$ cat src/logic/xgbe_rx_pkg.sv
////////////////////////////////////////////////////////////////////////////
// Shared definitions for the four-lane 10G Ethernet PCS receive path
// - Lane count and field widths
// - Sync headers and XGMII control characters
// - 64b/66b block type codes accepted by the decoders
// - Block and XGMII lane structs
////////////////////////////////////////////////////////////////////////////
`default_nettype none

package xgbe_rx_pkg;

    localparam int NUM_LANES   = 4;
    localparam int DATA_W      = 64;
    localparam int HDR_W       = 2;
    localparam int ERR_CNT_W   = 8;
    localparam int FRAME_CNT_W = 16;

    // Sync headers
    localparam logic [HDR_W-1:0] SYNC_DATA = 2'b01;
    localparam logic [HDR_W-1:0] SYNC_CTRL = 2'b10;

    // XGMII control characters
    localparam logic [7:0] XGMII_IDLE  = 8'h07;
    localparam logic [7:0] XGMII_START = 8'hFB;
    localparam logic [7:0] XGMII_TERM  = 8'hFD;
    localparam logic [7:0] XGMII_ERROR = 8'hFE;

    // Block type field, payload byte 0
    // TERMk carries k data bytes ahead of the terminate
    typedef enum logic [7:0] {
        BT_IDLE  = 8'h1E,
        BT_START = 8'h78,
        BT_TERM0 = 8'h87,
        BT_TERM1 = 8'h99,
        BT_TERM2 = 8'hAA,
        BT_TERM3 = 8'hB4,
        BT_TERM4 = 8'hCC,
        BT_TERM5 = 8'hD2,
        BT_TERM6 = 8'hE1,
        BT_TERM7 = 8'hFF
    } block_type_e;

    typedef struct packed {
        logic [HDR_W-1:0]  hdr;
        logic [DATA_W-1:0] payload;
    } pcs_block_t;

    // Bit i of ctrl marks byte i of data as a control character
    typedef struct packed {
        logic [DATA_W/8-1:0] ctrl;
        logic [DATA_W-1:0]   data;
    } xgmii_lane_t;

    // Index 0 is the earliest lane
    typedef pcs_block_t  [NUM_LANES-1:0] lane_blocks_t;
    typedef xgmii_lane_t [NUM_LANES-1:0] lane_xgmii_t;

endpackage

`default_nettype wire

$ cat src/logic/rx_block_decoder.sv
////////////////////////////////////////////////////////////////////////////
// 64b/66b block decoder for one receive lane
// - Sync header and block type classification
// - Legality check against the incoming frame state
// - XGMII byte and control flag mapping, error block substitution
////////////////////////////////////////////////////////////////////////////
`timescale 1ns/1ps
`default_nettype none

module rx_block_decoder (
    input  xgbe_rx_pkg::pcs_block_t  block_i,
    input  logic                     frame_open_i,
    output xgbe_rx_pkg::xgmii_lane_t lane_o,
    output logic                     frame_open_o,
    output logic                     blk_err_o,
    output logic                     term_o
);

    xgbe_rx_pkg::block_type_e        btype;
    logic                            is_term;
    logic [2:0]                      term_pos;
    logic [xgbe_rx_pkg::DATA_W-1:0]  term_src;

    assign btype = xgbe_rx_pkg::block_type_e'(block_i.payload[7:0]);

    // Terminate data bytes start at payload byte 1
    assign term_src = block_i.payload >> 8;

    // Terminate position from the block type
    always_comb begin
        is_term  = 1'b1;
        term_pos = 3'd0;
        case (btype)
            xgbe_rx_pkg::BT_TERM0: term_pos = 3'd0;
            xgbe_rx_pkg::BT_TERM1: term_pos = 3'd1;
            xgbe_rx_pkg::BT_TERM2: term_pos = 3'd2;
            xgbe_rx_pkg::BT_TERM3: term_pos = 3'd3;
            xgbe_rx_pkg::BT_TERM4: term_pos = 3'd4;
            xgbe_rx_pkg::BT_TERM5: term_pos = 3'd5;
            xgbe_rx_pkg::BT_TERM6: term_pos = 3'd6;
            xgbe_rx_pkg::BT_TERM7: term_pos = 3'd7;
            default:               is_term  = 1'b0;
        endcase
    end

    ////////////////////////////////////////////////////////////////////////////
    // Decode
    ////////////////////////////////////////////////////////////////////////////

    always_comb begin
        // Error block unless a legal case below claims it
        lane_o.ctrl  = '1;
        lane_o.data  = {(xgbe_rx_pkg::DATA_W/8){xgbe_rx_pkg::XGMII_ERROR}};
        blk_err_o    = 1'b1;
        term_o       = 1'b0;
        frame_open_o = 1'b0;

        if (block_i.hdr == xgbe_rx_pkg::SYNC_DATA) begin
            if (frame_open_i) begin
                lane_o.ctrl  = '0;
                lane_o.data  = block_i.payload;
                blk_err_o    = 1'b0;
                frame_open_o = 1'b1;
            end
        end else if (block_i.hdr == xgbe_rx_pkg::SYNC_CTRL) begin
            if (btype == xgbe_rx_pkg::BT_IDLE && !frame_open_i) begin
                lane_o.data = {(xgbe_rx_pkg::DATA_W/8){xgbe_rx_pkg::XGMII_IDLE}};
                blk_err_o   = 1'b0;
            end else if (btype == xgbe_rx_pkg::BT_START && !frame_open_i) begin
                // Start character replaces the type byte
                lane_o.ctrl  = {{(xgbe_rx_pkg::DATA_W/8-1){1'b0}}, 1'b1};
                lane_o.data  = {block_i.payload[xgbe_rx_pkg::DATA_W-1:8],
                                xgbe_rx_pkg::XGMII_START};
                blk_err_o    = 1'b0;
                frame_open_o = 1'b1;
            end else if (is_term && frame_open_i) begin
                for (int i = 0; i < xgbe_rx_pkg::DATA_W/8; i++) begin
                    if (i < term_pos) begin
                        lane_o.ctrl[i]       = 1'b0;
                        lane_o.data[8*i +: 8] = term_src[8*i +: 8];
                    end else if (i == term_pos) begin
                        lane_o.ctrl[i]       = 1'b1;
                        lane_o.data[8*i +: 8] = xgbe_rx_pkg::XGMII_TERM;
                    end else begin
                        lane_o.ctrl[i]       = 1'b1;
                        lane_o.data[8*i +: 8] = xgbe_rx_pkg::XGMII_IDLE;
                    end
                end
                blk_err_o = 1'b0;
                term_o    = 1'b1;
            end
        end

        // A terminate is only reported for a legal block
        err_term_excl: assert #0 (!(blk_err_o && term_o));
    end

endmodule

`default_nettype wire

$ cat src/logic/rx_lane_chain.sv
////////////////////////////////////////////////////////////////////////////
// Four chained lane decoders
// - Frame state passed from each lane to the next
// - Register carrying lane 3 state into lane 0 of the next valid cycle
////////////////////////////////////////////////////////////////////////////
`timescale 1ns/1ps
`default_nettype none

module rx_lane_chain (
    input  logic                               clk_156,
    input  logic                               async_reset_n,
    input  xgbe_rx_pkg::lane_blocks_t          blocks_i,
    input  logic                               blocks_valid_i,
    output xgbe_rx_pkg::lane_xgmii_t           lanes_o,
    output logic                               lanes_valid_o,
    output logic [xgbe_rx_pkg::NUM_LANES-1:0]  blk_err_o,
    output logic [xgbe_rx_pkg::NUM_LANES-1:0]  term_o
);

    // open_chain[i] feeds lane i, the last entry leaves lane 3
    logic [xgbe_rx_pkg::NUM_LANES:0] open_chain;
    logic                            frame_open_q;

    assign open_chain[0] = frame_open_q;
    assign lanes_valid_o = blocks_valid_i;

    for (genvar g = 0; g < xgbe_rx_pkg::NUM_LANES; g++) begin : g_lane
        rx_block_decoder u_dec (
            .block_i      (blocks_i[g]),
            .frame_open_i (open_chain[g]),
            .lane_o       (lanes_o[g]),
            .frame_open_o (open_chain[g+1]),
            .blk_err_o    (blk_err_o[g]),
            .term_o       (term_o[g])
        );
    end

    // Frame state across cycles, held on idle strobes
    always_ff @(posedge clk_156 or negedge async_reset_n) begin
        if (!async_reset_n) begin
            frame_open_q <= 1'b0;
        end else if (blocks_valid_i) begin
            frame_open_q <= open_chain[xgbe_rx_pkg::NUM_LANES];
        end
    end

    valid_known: assert property (
        @(posedge clk_156) disable iff (!async_reset_n)
        !$isunknown(blocks_valid_i)
    );

endmodule

`default_nettype wire

$ cat src/logic/rx_output_stage.sv
////////////////////////////////////////////////////////////////////////////
// Output register for the decoded four-lane word
// - Saturating errored-block counter with clear
// - Wrapping completed-frame counter
////////////////////////////////////////////////////////////////////////////
`timescale 1ns/1ps
`default_nettype none

module rx_output_stage (
    input  logic                                 clk_156,
    input  logic                                 async_reset_n,
    input  xgbe_rx_pkg::lane_xgmii_t             lanes_i,
    input  logic                                 lanes_valid_i,
    input  logic [xgbe_rx_pkg::NUM_LANES-1:0]    blk_err_i,
    input  logic [xgbe_rx_pkg::NUM_LANES-1:0]    term_i,
    input  logic                                 clear_errblk_i,
    output xgbe_rx_pkg::lane_xgmii_t             xgmii_o,
    output logic                                 xgmii_valid_o,
    output logic [xgbe_rx_pkg::ERR_CNT_W-1:0]    errd_blks_o,
    output logic [xgbe_rx_pkg::FRAME_CNT_W-1:0]  frame_count_o
);

    logic [xgbe_rx_pkg::ERR_CNT_W:0]     err_add;
    logic [xgbe_rx_pkg::ERR_CNT_W:0]     err_sum;
    logic [xgbe_rx_pkg::FRAME_CNT_W-1:0] term_add;

    // Flagged lanes this cycle
    always_comb begin
        err_add  = '0;
        term_add = '0;
        for (int i = 0; i < xgbe_rx_pkg::NUM_LANES; i++) begin
            err_add  = err_add + blk_err_i[i];
            term_add = term_add + term_i[i];
        end
    end

    assign err_sum = {1'b0, errd_blks_o} + err_add;

    always_ff @(posedge clk_156) begin
        if (lanes_valid_i) begin
            xgmii_o <= lanes_i;
        end
    end

    always_ff @(posedge clk_156 or negedge async_reset_n) begin
        if (!async_reset_n) begin
            xgmii_valid_o <= 1'b0;
            errd_blks_o   <= '0;
            frame_count_o <= '0;
        end else begin
            xgmii_valid_o <= lanes_valid_i;
            // Clear wins over errors in the same cycle
            if (clear_errblk_i) begin
                errd_blks_o <= '0;
            end else if (lanes_valid_i) begin
                errd_blks_o <= err_sum[xgbe_rx_pkg::ERR_CNT_W] ? '1 :
                               err_sum[xgbe_rx_pkg::ERR_CNT_W-1:0];
            end
            if (lanes_valid_i) begin
                frame_count_o <= frame_count_o + term_add;
            end
        end
    end

    errd_monotonic: assert property (
        @(posedge clk_156) disable iff (!async_reset_n)
        !clear_errblk_i |=> errd_blks_o >= $past(errd_blks_o)
    );

endmodule

`default_nettype wire

$ cat src/logic/xgbe_rx_top.sv
////////////////////////////////////////////////////////////////////////////
// Receive PCS top level for four 66-bit lanes
// - Chained lane decoders feeding the registered XGMII output stage
////////////////////////////////////////////////////////////////////////////
`timescale 1ns/1ps
`default_nettype none

module xgbe_rx_top (
    input  logic                                 clk_156,
    input  logic                                 async_reset_n,
    input  xgbe_rx_pkg::lane_blocks_t            blocks_i,
    input  logic                                 blocks_valid_i,
    input  logic                                 clear_errblk_i,
    output xgbe_rx_pkg::lane_xgmii_t             xgmii_o,
    output logic                                 xgmii_valid_o,
    output logic [xgbe_rx_pkg::ERR_CNT_W-1:0]    errd_blks_o,
    output logic [xgbe_rx_pkg::FRAME_CNT_W-1:0]  frame_count_o
);

    xgbe_rx_pkg::lane_xgmii_t             dec_lanes;
    logic                                 dec_valid;
    logic [xgbe_rx_pkg::NUM_LANES-1:0]    dec_err;
    logic [xgbe_rx_pkg::NUM_LANES-1:0]    dec_term;

    rx_lane_chain u_chain (
        .clk_156        (clk_156),
        .async_reset_n  (async_reset_n),
        .blocks_i       (blocks_i),
        .blocks_valid_i (blocks_valid_i),
        .lanes_o        (dec_lanes),
        .lanes_valid_o  (dec_valid),
        .blk_err_o      (dec_err),
        .term_o         (dec_term)
    );

    rx_output_stage u_out (
        .clk_156        (clk_156),
        .async_reset_n  (async_reset_n),
        .lanes_i        (dec_lanes),
        .lanes_valid_i  (dec_valid),
        .blk_err_i      (dec_err),
        .term_i         (dec_term),
        .clear_errblk_i (clear_errblk_i),
        .xgmii_o        (xgmii_o),
        .xgmii_valid_o  (xgmii_valid_o),
        .errd_blks_o    (errd_blks_o),
        .frame_count_o  (frame_count_o)
    );

endmodule

`default_nettype wire
$ cat config.mk
export PLATFORM = sky130hd
export DESIGN_NAME = xgbe_rx_top
export DESIGN_NICKNAME = d
export VERILOG_FILES = /design/src/logic/xgbe_rx_pkg.sv /design/src/logic/rx_block_decoder.sv /design/src/logic/rx_lane_chain.sv /design/src/logic/rx_output_stage.sv /design/src/logic/xgbe_rx_top.sv
export SDC_FILE = /design/constraint.sdc
export NUM_CORES = 1
export LEC_CHECK = 0
export ABC_AREA = 1
export ABC_CLOCK_PERIOD_IN_PS = 4500
export BUFFER_PORTS_ARGS = -buffer_cell sky130_fd_sc_hd__buf_2
export CORE_AREA = 5 5 222 224
export CTS_CLUSTER_SIZE = 25
export DETAILED_ROUTE_END_ITERATION = 8
export DIE_AREA = 0 0 227 229
export MAX_ROUTING_LAYER = met4
export PLACE_DENSITY_LB_ADDON = 0.2
export SETUP_SLACK_MARGIN = 0.05
export SYNTH_ARGS = -nofsm -noshare
export SYNTH_HDL_FRONTEND = slang
export SYNTH_SLANG_ARGS = --single-unit
$ cat constraint.sdc
create_clock -name clk_156 -period 4.5 [get_ports clk_156]
set_input_delay 0.225 -clock clk_156 [delete_from_list [all_inputs] [get_ports clk_156]]
set_output_delay 0.225 -clock clk_156 [all_outputs]
set_load 0.1 [all_outputs]
==> impl_metrics.tcl, run 1 <==
set metrics [dict create \
    ir_drop_v 0.0002396 \
    initial_core_util_pct 35.90 \
    netlist_area_um2 16930 \
    final_cell_mix "buf_2, nand2_1, edfxtp_1" \
    power_density_nw_per_um2 314.5 \
    setup_viol 0 \
    pre_cts_ws_ps -21.00 \
    timing.rr.start "u_chain.frame_open_q$_DFFE_PN0P_" \
    drc 0 \
    routedWlPerCell_um 22.85 \
    die_x_um 227 \
    rsz0062_at_grt "no" \
    clkTransAtPathRegs_ps 60 \
    r2r_cells 28 \
    timing.rr.end "u_out.errd_blks_o[5]$_DFFE_PN0P_" \
    cap_violations 0 \
    firstDrtPassIters 6 \
    finalPower_mw 7.304 \
    slew_headroom_pct 32.04 \
    run_status "completed" \
    die_area_um2 51980 \
    clkLatencyLatePin_ps 560 \
    grt_start_max_net_pins 159 \
    fp-row-count 80 \
    io_pins 581 \
    die_h_um 229 \
    cp.arrival_ps 4610 \
    antenna_found_initial 14 \
    drive_above_1_share_pct 30.44 \
    worstSetupPathType "register to register" \
    ys_ff_latch 314 \
    drtIter0Drc 1642 \
    clockBufferDepth 3 \
    postLayoutCoreUtil_pct 49.26 \
    reg2reg_slack_ps 350 \
    hpwl_mm 58.53 \
    htree_levels 2 \
    overflow 0 \
    async_reset_ff_share_pct 8.280 \
    synth_flop_cell "edfxtp_1" \
    worst_pin_slew_ps 1019 \
    avgSynthCellArea_um2 8.844 \
    holdWs_ps 25.41 \
    hold_viol 0 \
    leakage_nw 9.284 \
    slowest_stage "fa_1" \
    fill_cells 4562 \
    holdPathEnd "u_out.xgmii_o[104]$_DFFE_PP_" \
    final.setup_skew_ps 17.15 \
    layout_commonest_cell "buf_2" \
    finalCriticalPeriod_ps 4154 \
    min_from "blocks_i[98]" \
    wl_mm 75.17 \
    routabilityCongestion 0.9613 \
    tns_ps 0 \
    post-route-period-util_pct 92.32 \
    cts_inserted_buffers 39 \
    synth_nets 2196 \
    synth.distinct_cells 60 \
    hp-class "input port to register" \
    clock-sinks 314 \
    ys_seq_area_share_pct 54.93 \
    cp_num_buf_inv 9 \
    grt_util_met1_pct 35.56 \
    crit_fanout 6 \
    grt_use_met3_pct 5.967 \
    fp.coreArea_um2 47150 \
    portBuffers 580 \
    clock-root-buffer "clkbuf_16" \
    layout.nets 2916 \
    holdPathStages 3 \
    grt_pass1_wl_mm 109.9 \
    crit_top_cell "inv_1" \
    grt_pass1_vias 17235 \
    cp.required_ps 4960 \
    finalWorstSetupSlack_ps 345.8 \
    use_met2_pct 46.44 \
    end_kind "register" \
    top_usage_layer "met2" \
    slowest_delay_ps 470 \
    synthCells 1914 \
    tritoncts "built" \
    gr-usage-all-layers_pct 28.36 \
    drv_slew 0 \
    worst_setup_path_start_kind "register" \
    synth_edf_count 288 \
    synth_warnings 0 \
    viasPerCell 5.304 \
    syn2layout_area_growth_pct 37.21 \
    crit_family "simple AND/OR/NAND/NOR gates" \
    drtAntennaViolNets 0 \
    vias 17449 \
    max_freq_ghz 0.2407 \
]
[cells in the mapped netlist (4+ instances only)]
| master | instances | area, um2 |
|---|---|---|
| nand2_1 | 299 | 1122 |
| edfxtp_1 | 288 | 8648 |
| inv_1 | 252 | 945.9 |
| nor2_1 | 226 | 848.3 |
| a21oi_1 | 188 | 940.9 |
| o21ai_0 | 177 | 885.9 |
| nand3_1 | 78 | 390.4 |
| o21ai_1 | 41 | 205.2 |
| clkbuf_1 | 38 | 142.6 |
| nor3_1 | 33 | 165.2 |
| inv_2 | 30 | 112.6 |
| dfrtp_1 | 26 | 650.6 |
| nand4_1 | 24 | 150.1 |
| buf_2 | 19 | 95.09 |
| a211oi_1 | 18 | 135.1 |
| o211ai_1 | 16 | 120.1 |
| a31oi_1 | 15 | 93.84 |
| or2_2 | 11 | 68.82 |
| a22oi_1 | 10 | 75.07 |
| ha_1 | 10 | 125.1 |
| o22ai_1 | 10 | 62.56 |
| xor2_1 | 10 | 87.58 |
| nor4_1 | 9 | 56.30 |
| nand2_2 | 8 | 50.05 |
| a41oi_1 | 6 | 52.55 |
| nor2_2 | 6 | 37.54 |
| o31ai_1 | 6 | 45.04 |
| buf_4 | 4 | 30.03 |
| fa_1 | 4 | 80.08 |
| nor2_4 | 4 | 45.04 |
| nor3_2 | 4 | 40.04 |
[worst max-delay path by stage]
stage                     slack [ps]  depth (start not counted)                                  end                              from
final                            350                         28     u_out.errd_blks_o[5]$_DFFE_PN0P_  u_chain.frame_open_q$_DFFE_PN0P_
after global routing              30                         21  u_out.frame_count_o[14]$_DFFE_PN0P_  u_chain.frame_open_q$_DFFE_PN0P_
after CTS                         70                         22  u_out.frame_count_o[14]$_DFFE_PN0P_  u_chain.frame_open_q$_DFFE_PN0P_
after detailed placement         -20                         22  u_out.frame_count_o[14]$_DFFE_PN0P_                       blocks_i[2]
after global placement           100                         22  u_out.frame_count_o[14]$_DFFE_PN0P_                       blocks_i[2]
after floorplan                   90                         22  u_out.frame_count_o[14]$_DFFE_PN0P_                       blocks_i[2]
[cell type report]
class,instances,area (um2),share of cell area [%]
Sequential cell,314,9299,40.04
Antenna cell,14,35.03,0.1508
Timing Repair Buffer,746,4377,18.84
Multi-Input combinational cell,1249,6294,27.10
Clock inverter,20,334.1,1.438
Inverter,284,1066,4.590
Tap cell,615,769.5,3.313
Clock buffer,48,1052,4.531
[metal layers]
metal | vias up | routed length [um]
met2 | 883 | 36910
met5 | - | 0
met4 | 0 | 2223
li1 | 8044 | -
met3 | 137 | 6508
met1 | 8385 | 29530
[metrics by stage]
stage | instance area [um2] | std cells
final | 23230 | 3290
after global routing | 23220 | 3289
after CTS | 23100 | 3269
after detailed placement | 20890 | 3119
after global placement | 20890 | 3119
after floorplan | 16930 | 1914
[power breakdown]
part | internal [mW] | switching, mW | total [mW]
logic | 0.190 | 0.451 | 0.641
clock network | 2.18 | 1.28 | 3.46
registers | 3.19 | 0.00893 | 3.20
total | 5.56 | 1.74 | 7.30
[cell families (layout without fill, tap and decap cells)]
| family | Yosys count | in the layout | synth area share (%) |
|---|---|---|---|
| and+or+nand+nor | 721 | 721 | 18.89 |
| AOI/OAI and AO/OA | 502 | 502 | 16.20 |
| buffers and inverters | 351 | 1098 | 8.146 |
| DFF | 314 | 314 | 54.93 |
| adders and majority gates | 14 | 14 | 1.212 |
| xor gates and xnor gates | 12 | 12 | 0.6209 |
| other | 0 | 14 | 0 |
[worst reg2reg max path: cells and delay by family (launching register included)]
kind                     cells  cell delay (ps)
AO/OA/AOI/OAI                2              270
adder cells (fa/ha/maj)      4             1270
buffers and inverters        9              720
flip-flops                   1              380
AND/OR/NAND/NOR             13             1410
[timing repair]
item,4_1_cts,5_1_grt
resized for setup,0,14
buffers inserted,0,7
hold buffers,82,0
endpoints found under the hold margin,117,0
setup endpoints to repair,0,11
[registers in the layout, indices dropped and copies added (netlist names)]
register	count
u_out.errd_blks_o	8
u_out.frame_count_o	16
u_chain.frame_open_q	1
u_out.xgmii_valid_o	1
u_out.xgmii_o	288
No activity file was read; power rests on OpenSTA's default activity.
==> run 2, diff against run 1 <==
- CTS_BUF_LIST: not set -> sky130_fd_sc_hd__clkbuf_2
==> run 2 against run 1 <==
  * Power down 15%
  * Clock skew increased by 38 ps
  * Cell count rose by 19%
  * Count of clock-buffer cells in the layout is 68 higher
  * Sequential share of layout area fell by 6.9 points
  * Critical path type is now input port to register
  * Highest routed layer unchanged
==> impl_metrics.tcl, run 2 (synthesized netlist as in run 1, its figures left out) <==
set metrics [dict create \
    finalNonFillerCells 3910 \
    slew_headroom_pct 30.41 \
    use_met2_pct 52.18 \
    fp.coreArea_um2 47150 \
    largest_register_ffs 288 \
    fp-row-count 80 \
    cap_violations 0 \
    tritoncts "built" \
    post-route-period-util_pct 94.45 \
    io_pins 581 \
    top_usage_layer "met2" \
    slowest_delay_ps 560 \
    routabilityCongestion 0.9613 \
    cp.required_ps 5470 \
    end_kind "register" \
    gr-usage-all-layers_pct 32.15 \
    overflow 0 \
    slowest_stage "dlygate4sd3_1" \
    clock-sinks 314 \
    min_from "blocks_i[117]" \
    clock-root-buffer "clkbuf_2" \
    htree_levels 3 \
    cp_num_buf_inv 11 \
    syn2layout_area_growth_pct 65.62 \
    die_area_um2 51980 \
    grt_use_met3_pct 7.415 \
    firstDrtPassIters 6 \
    drtAntennaViolNets 0 \
    cp.arrival_ps 5220 \
    initial_core_util_pct 35.90 \
    ir_drop_v 0.0002032 \
    viasPerCell 5.257 \
    grt_start_max_net_pins 159 \
    crit_fanout 6 \
    holdPathStages 4 \
    crit_top_cell "inv_1" \
    hpwl_mm 58.53 \
    layout.nets 3506 \
    clkTransAtPathRegs_ps 110 \
    place_inst 3119 \
    grt_pass1_wl_mm 126.0 \
    die_h_um 229 \
    grt_pass1_vias 21245 \
    timing.rr.start "u_chain.frame_open_q$_DFFE_PN0P_" \
    max_freq_ghz 0.2353 \
    clkLatencyLatePin_ps 1050 \
    cts_inserted_buffers 86 \
    leakage_nw 11.30 \
    final_cell_mix "dlygate4sd3_1, buf_2, nand2_1" \
    crit_family "buffers and inverters" \
    worstSetupPathType "input port to register" \
    timing.rr.end "u_out.errd_blks_o[3]$_DFFE_PN0P_" \
    wl_mm 84.32 \
    run_status "completed" \
    fill_cells 4132 \
    reg2reg_slack_ps 360 \
    drtIter0Drc 2004 \
    final.setup_skew_ps 55.25 \
    tns_ps 0 \
    rsz0062_at_grt "no" \
    finalCriticalPeriod_ps 4250 \
    layout_commonest_cell "dlygate4sd3_1" \
    drv_slew 0 \
    vias 20554 \
    routedWlPerCell_um 21.56 \
    holdPathEnd "u_out.xgmii_o[123]$_DFFE_PP_" \
    setup_viol 0 \
    worst_pin_slew_ps 1044 \
    grt_util_met1_pct 37.45 \
    hold_viol 0 \
    antenna_found_initial 11 \
    die_x_um 227 \
    r2r_cells 31 \
    hp-class "input port to register" \
    drive_above_1_share_pct 26.78 \
    worst_setup_path_start_kind "input port" \
    reg.largest.list "u_out.xgmii_o x288, u_out.frame_count_o x16, u_out.errd_blks_o x8" \
    power_density_nw_per_um2 220.2 \
    portBuffers 580 \
    drc 0 \
    clockBufferDepth 3 \
    largest_register "u_out.xgmii_o" \
]
-- run 2: final cells by class --
type / count / area, um2 / area share, %
diodes: 13 / 32.53 / 0.1160
clock buffers: 116 / 580.6 / 2.071
clock inverters: 30 / 157.7 / 0.5623
inverters: 284 / 1066 / 3.802
multi-input cells: 1249 / 6299 / 22.47
flip-flops and latches: 314 / 9299 / 33.17
well taps: 615 / 769.5 / 2.745
repair buffers: 1289 / 9832 / 35.07
-- run 2: routing by layer --
layer  share of wire [%]  vias to the layer above
met3                 9.2                      301
met2                  48                     1291
li1                    -                     9253
met4                 5.5                        0
met5                   0                        -
met1                  37                     9709
-- run 2: where the power goes --
group / internal, mW / switching [mW] / total [mW] / leakage [nW]
clock network: 0.758 / 1.32 / 2.08 / 0.554
registers: 3.19 / 0.00972 / 3.20 / 2.41
logic: 0.381 / 0.511 / 0.892 / 8.34
-- run 2: what timing repair did --
action | CTS | global route
endpoints found under the hold margin | 560 | 0
endpoints found under the setup margin | 0 | 11
buffers inserted | 0 | 3
gates resized for setup | 0 | 15
hold buffers | 629 | 0
-- run 2: through the flow --
step / setup WS, ps / instance area (um2) / power, mW / hold slack [ps] / utilization, %
after CTS: 167.3 / 27930 / 6.199 / 5.754 / 59.25
after detailed placement: -21.00 / 20890 / 3.838 / 300.6 / 44.31
final: 249.8 / 28040 / 6.173 / 137.7 / 59.47
after global routing: 56.49 / 28030 / 6.453 / 60.87 / 59.46
after global placement: 104.1 / 20890 / 3.838 / 292.9 / 44.31
after floorplan: 92.83 / 16930 / 3.504 / -70.59 / -
-- run 2: worst max-delay path by stage --
stage,cells after the start,to,start
floorplan,22,u_out.frame_count_o[14]$_DFFE_PN0P_,blocks_i[2]
global placement,22,u_out.frame_count_o[14]$_DFFE_PN0P_,blocks_i[2]
detailed placement,22,u_out.frame_count_o[14]$_DFFE_PN0P_,blocks_i[2]
CTS,22,u_out.frame_count_o[14]$_DFFE_PN0P_,u_chain.frame_open_q$_DFFE_PN0P_
global route,24,u_out.frame_count_o[14]$_DFFE_PN0P_,blocks_i[5]
finish,32,u_out.errd_blks_o[3]$_DFFE_PN0P_,blocks_i[67]
-- run 2: worst register-to-register path: cells and delay by family (launching register included) --
kind                       cells  cell delay [ps]
and+or+nand+nor               18             1900
AOI/OAI and AO/OA              2              290
adders and majority gates      3              950
DFF                            1              390
buffers and inverters          8              560
==> run 3, diff against run 2 <==
- HOLD_SLACK_MARGIN: not set -> 0.15
- SETUP_SLACK_MARGIN: 0.05 -> not set
==> run 3 against run 2 <==
  * Synthesized cell count stayed put
  * The flow now stops in clock tree synthesis (4_1_cts)
  * Area after synthesis stayed put
==> impl_metrics.tcl, run 3 <==
set metrics [dict create \
    synth_area_leaders "edfxtp_1, nand2_1, inv_1, a21oi_1, o21ai_0" \
    die_h_um 229 \
    yosys.area_share.simple_pct 18.89 \
    synthAdderAreaFrac_pct 1.212 \
    routabilityCongestion 0.9613 \
    cts.hold.buffers_added 656 \
    synthMuxAreaShare_pct 0 \
    die_x_um 227 \
    clockBufferDepth 3 \
    synth_flop_cell "edfxtp_1" \
    placed_area_um2 20890 \
    clock-sinks 314 \
    synth_common_cells "nand2_1, edfxtp_1, inv_1" \
    io_pins 581 \
    place_inst 3119 \
    async_reset_ff_share_pct 8.280 \
    synth_warnings 0 \
    error "[ERROR RSZ-0060] Max buffer count reached." \
    portBuffers 580 \
    fp-row-count 80 \
    postCtsSetupBuffers 0 \
    ys_seq_area_share_pct 54.93 \
    htree_levels 3 \
    synth_top_area_share_pct 51.09 \
    run_status "stopped before the end" \
    clock-root-buffer "clkbuf_2" \
    synth.distinct_cells 60 \
    synth_edf_count 288 \
    hpwl_mm 58.53 \
    synthCells 1914 \
    synth.most_common_cell "nand2_1" \
    netlist_area_um2 16930 \
    cts_resized 0 \
    initial_core_util_pct 35.90 \
    avgSynthCellArea_um2 8.844 \
    synth_top_family_by_area "simple AND/OR/NAND/NOR gates" \
    synth_nets 2196 \
    cts_inserted_buffers 86 \
    synth_largest_area_cell "edfxtp_1" \
    ys_ff_latch 314 \
    synth_compound_area_share_pct 16.20 \
    lastStage "clock tree synthesis (4_1_cts)" \
    synth-xor-area-share_pct 0.6209 \
]
run 3: cell counts after synthesis:
No cell type changed its count.
run 3: cell families after synthesis:
group / count (synthesis)
AND/OR/NAND/NOR: 721
AO/OA/AOI/OAI: 502
buffers and inverters: 351
flip-flops: 314
adder cells (fa/ha/maj): 14
XOR/XNOR: 12
run 3: per-stage QoR:
step	hold WS (ps)	worst slack, ps	TNS (ps)
global placement	292.9	104.1	0
detailed placement	300.6	-21.00	-21.00
floorplan	-70.59	92.83	0
==> run 4, diff against run 3 <==
- ABC_CLOCK_PERIOD_IN_PS: 4500 -> 5900
- CORE_AREA: 5 5 222 224 -> not set
- CORE_MARGIN: not set -> 5
- CORE_UTILIZATION: not set -> 26
- CTS_BUF_LIST: sky130_fd_sc_hd__clkbuf_2 -> not set
- CTS_CLUSTER_SIZE: 25 -> not set
- DIE_AREA: 0 0 227 229 -> not set
- HOLD_SLACK_MARGIN: 0.15 -> not set
- MAX_ROUTING_LAYER: met4 -> not set
- PLACE_DENSITY_LB_ADDON: 0.2 -> 0.15
- clock period: 4.5 -> 5.9 ns (I/O delays scaled with it)
==> run 4 against run 3 <==
  * The run now ends clean
==> impl_metrics.tcl, run 4 (synthesized netlist as in run 1, its figures left out) <==
set metrics [dict create \
    setup_viol 0 \
    viasPerCell 4.927 \
    largest_register_ffs 288 \
    slowest_delay_ps 400 \
    cp_num_buf_inv 8 \
    post-route-period-util_pct 88.82 \
    drv_slew 0 \
    antenna_found_initial 21 \
    cp.depth 29 \
    hold_viol 0 \
    final_area_um2 22350 \
    hpwl_mm 63.50 \
    portBuffers 580 \
    finalCriticalPeriod_ps 5240 \
    cap_violations 0 \
    slowest_stage "dfrtp_1" \
    fp.coreArea_um2 64460 \
    cp.required_ps 6370 \
    htree_levels 2 \
    fp-row-count 93 \
    hp-class "input port to register" \
    crit_family "simple AND/OR/NAND/NOR gates" \
    layout_commonest_cell "buf_2" \
    firstDrtPassIters 7 \
    grt_start_max_net_pins 135 \
    reg.largest.list "u_out.xgmii_o x288, u_out.frame_count_o x16, u_out.errd_blks_o x8" \
    initial_core_util_pct 26.26 \
    die_x_um 265.2 \
    clock-sinks 314 \
    run_status "completed" \
    worstSetupPathType "register to register" \
    clock-root-buffer "clkbuf_16" \
    placed_area_um2 20860 \
    drtAntennaViolNets 0 \
    drtIter0Drc 1552 \
    worst_pin_slew_ps 952.2 \
    clkTransAtPathRegs_ps 60 \
    crit_top_cell "inv_1" \
    vias 16805 \
    routedWlPerCell_um 23.44 \
    final.setup_skew_ps 29.49 \
    tns_ps 0 \
    gr-usage-all-layers_pct 21.51 \
    tritoncts "built" \
    cp.arrival_ps 5710 \
    postLayoutCoreUtil_pct 34.66 \
    max_freq_ghz 0.1908 \
    power_density_nw_per_um2 245.9 \
    syn2layout_area_growth_pct 32.01 \
    r2r_cells 29 \
    ir_drop_v 0.0001953 \
    fill_cells 6915 \
    rsz0062_at_grt "no" \
    drive_above_1_share_pct 29.61 \
    wl_mm 79.97 \
    layout.nets 2793 \
    io_pins 581 \
    clkLatencyLatePin_ps 560 \
    slew_headroom_pct 36.52 \
    grt_pass1_wl_mm 114.6 \
    worst_setup_path_start_kind "register" \
    overflow 0 \
    leakage_nw 8.701 \
    grt_pass1_vias 17014 \
    cts_inserted_buffers 42 \
    largest_register "u_out.xgmii_o" \
    crit_fanout 16 \
    final_cell_mix "buf_2, nand2_1, edfxtp_1" \
    end_kind "register" \
    holdPathStages 3 \
    clockBufferDepth 3 \
    die_h_um 265.2 \
    drc 0 \
    die_area_um2 70310 \
    routabilityCongestion 0.9041 \
]
[run 4: through the flow]
step                setup slack [ps]  std cells  total power [mW]  hold slack [ps]
floorplan                       1423       1914             2.673          -0.5911
global placement               702.7       3315             2.930            408.8
detailed placement             605.7       3315             2.927            414.3
CTS                            662.8       3398             5.567           0.8066
global route                   171.6       3407             5.692            31.38
finish                         659.6       3411             5.495            47.87
[run 4: report_power, final]
part	switching, mW	internal (mW)
clock	1.02	1.59
sequential	0.00612	2.44
combinational	0.334	0.109
total	1.36	4.13
[run 4: repair_timing]
action,CTS,global route
gates resized for setup,0,0
hold buffers,7,0
endpoints found under the hold margin,32,0
setup buffers,0,0
setup endpoints to repair,0,0
[run 4: tightest hold or removal path, stage by stage]
cell,delay [ps]
buf_2,90
nand2_1,50
o21ai_1,60
[run 4: final cells by class]
cell class / count / area (um2) / share of cell area, %
sequential: 314 / 9299 / 41.61
inverter: 284 / 1066 / 4.770
multi-input combinational: 1249 / 6252 / 27.98
tap: 855 / 1070 / 4.787
antenna: 13 / 32.53 / 0.1456
timing repair buffer: 620 / 3243 / 14.51
clock inverter: 22 / 236.5 / 1.058
clock buffer: 54 / 1147 / 5.134
[run 4: worst paths after layout]
kind	to	slack (ps)	from
setup / recovery	u_out.errd_blks_o[0]$_DFFE_PN0P_	660	u_chain.frame_open_q$_DFFE_PN0P_
hold / removal	u_out.xgmii_o[160]$_DFFE_PP_	50	blocks_i[148]
setup reg to reg	u_out.errd_blks_o[0]$_DFFE_PN0P_	660	u_chain.frame_open_q$_DFFE_PN0P_
hold reg to reg	u_out.frame_count_o[15]$_DFFE_PN0P_	480	u_out.frame_count_o[15]$_DFFE_PN0P_
max in group asynchronous	u_chain.frame_open_q$_DFFE_PN0P_	5090	async_reset_n
min in group asynchronous	u_out.frame_count_o[13]$_DFFE_PN0P_	320	async_reset_n
[run 4: per-layer routing]
metal / GRT usage [%] / share of wire [%]
met1: 26.44 / 40
met3: 5.365 / 7.5
met2: 37.85 / 50
met5: 0 / 0.12
met4: 5.720 / 2.5
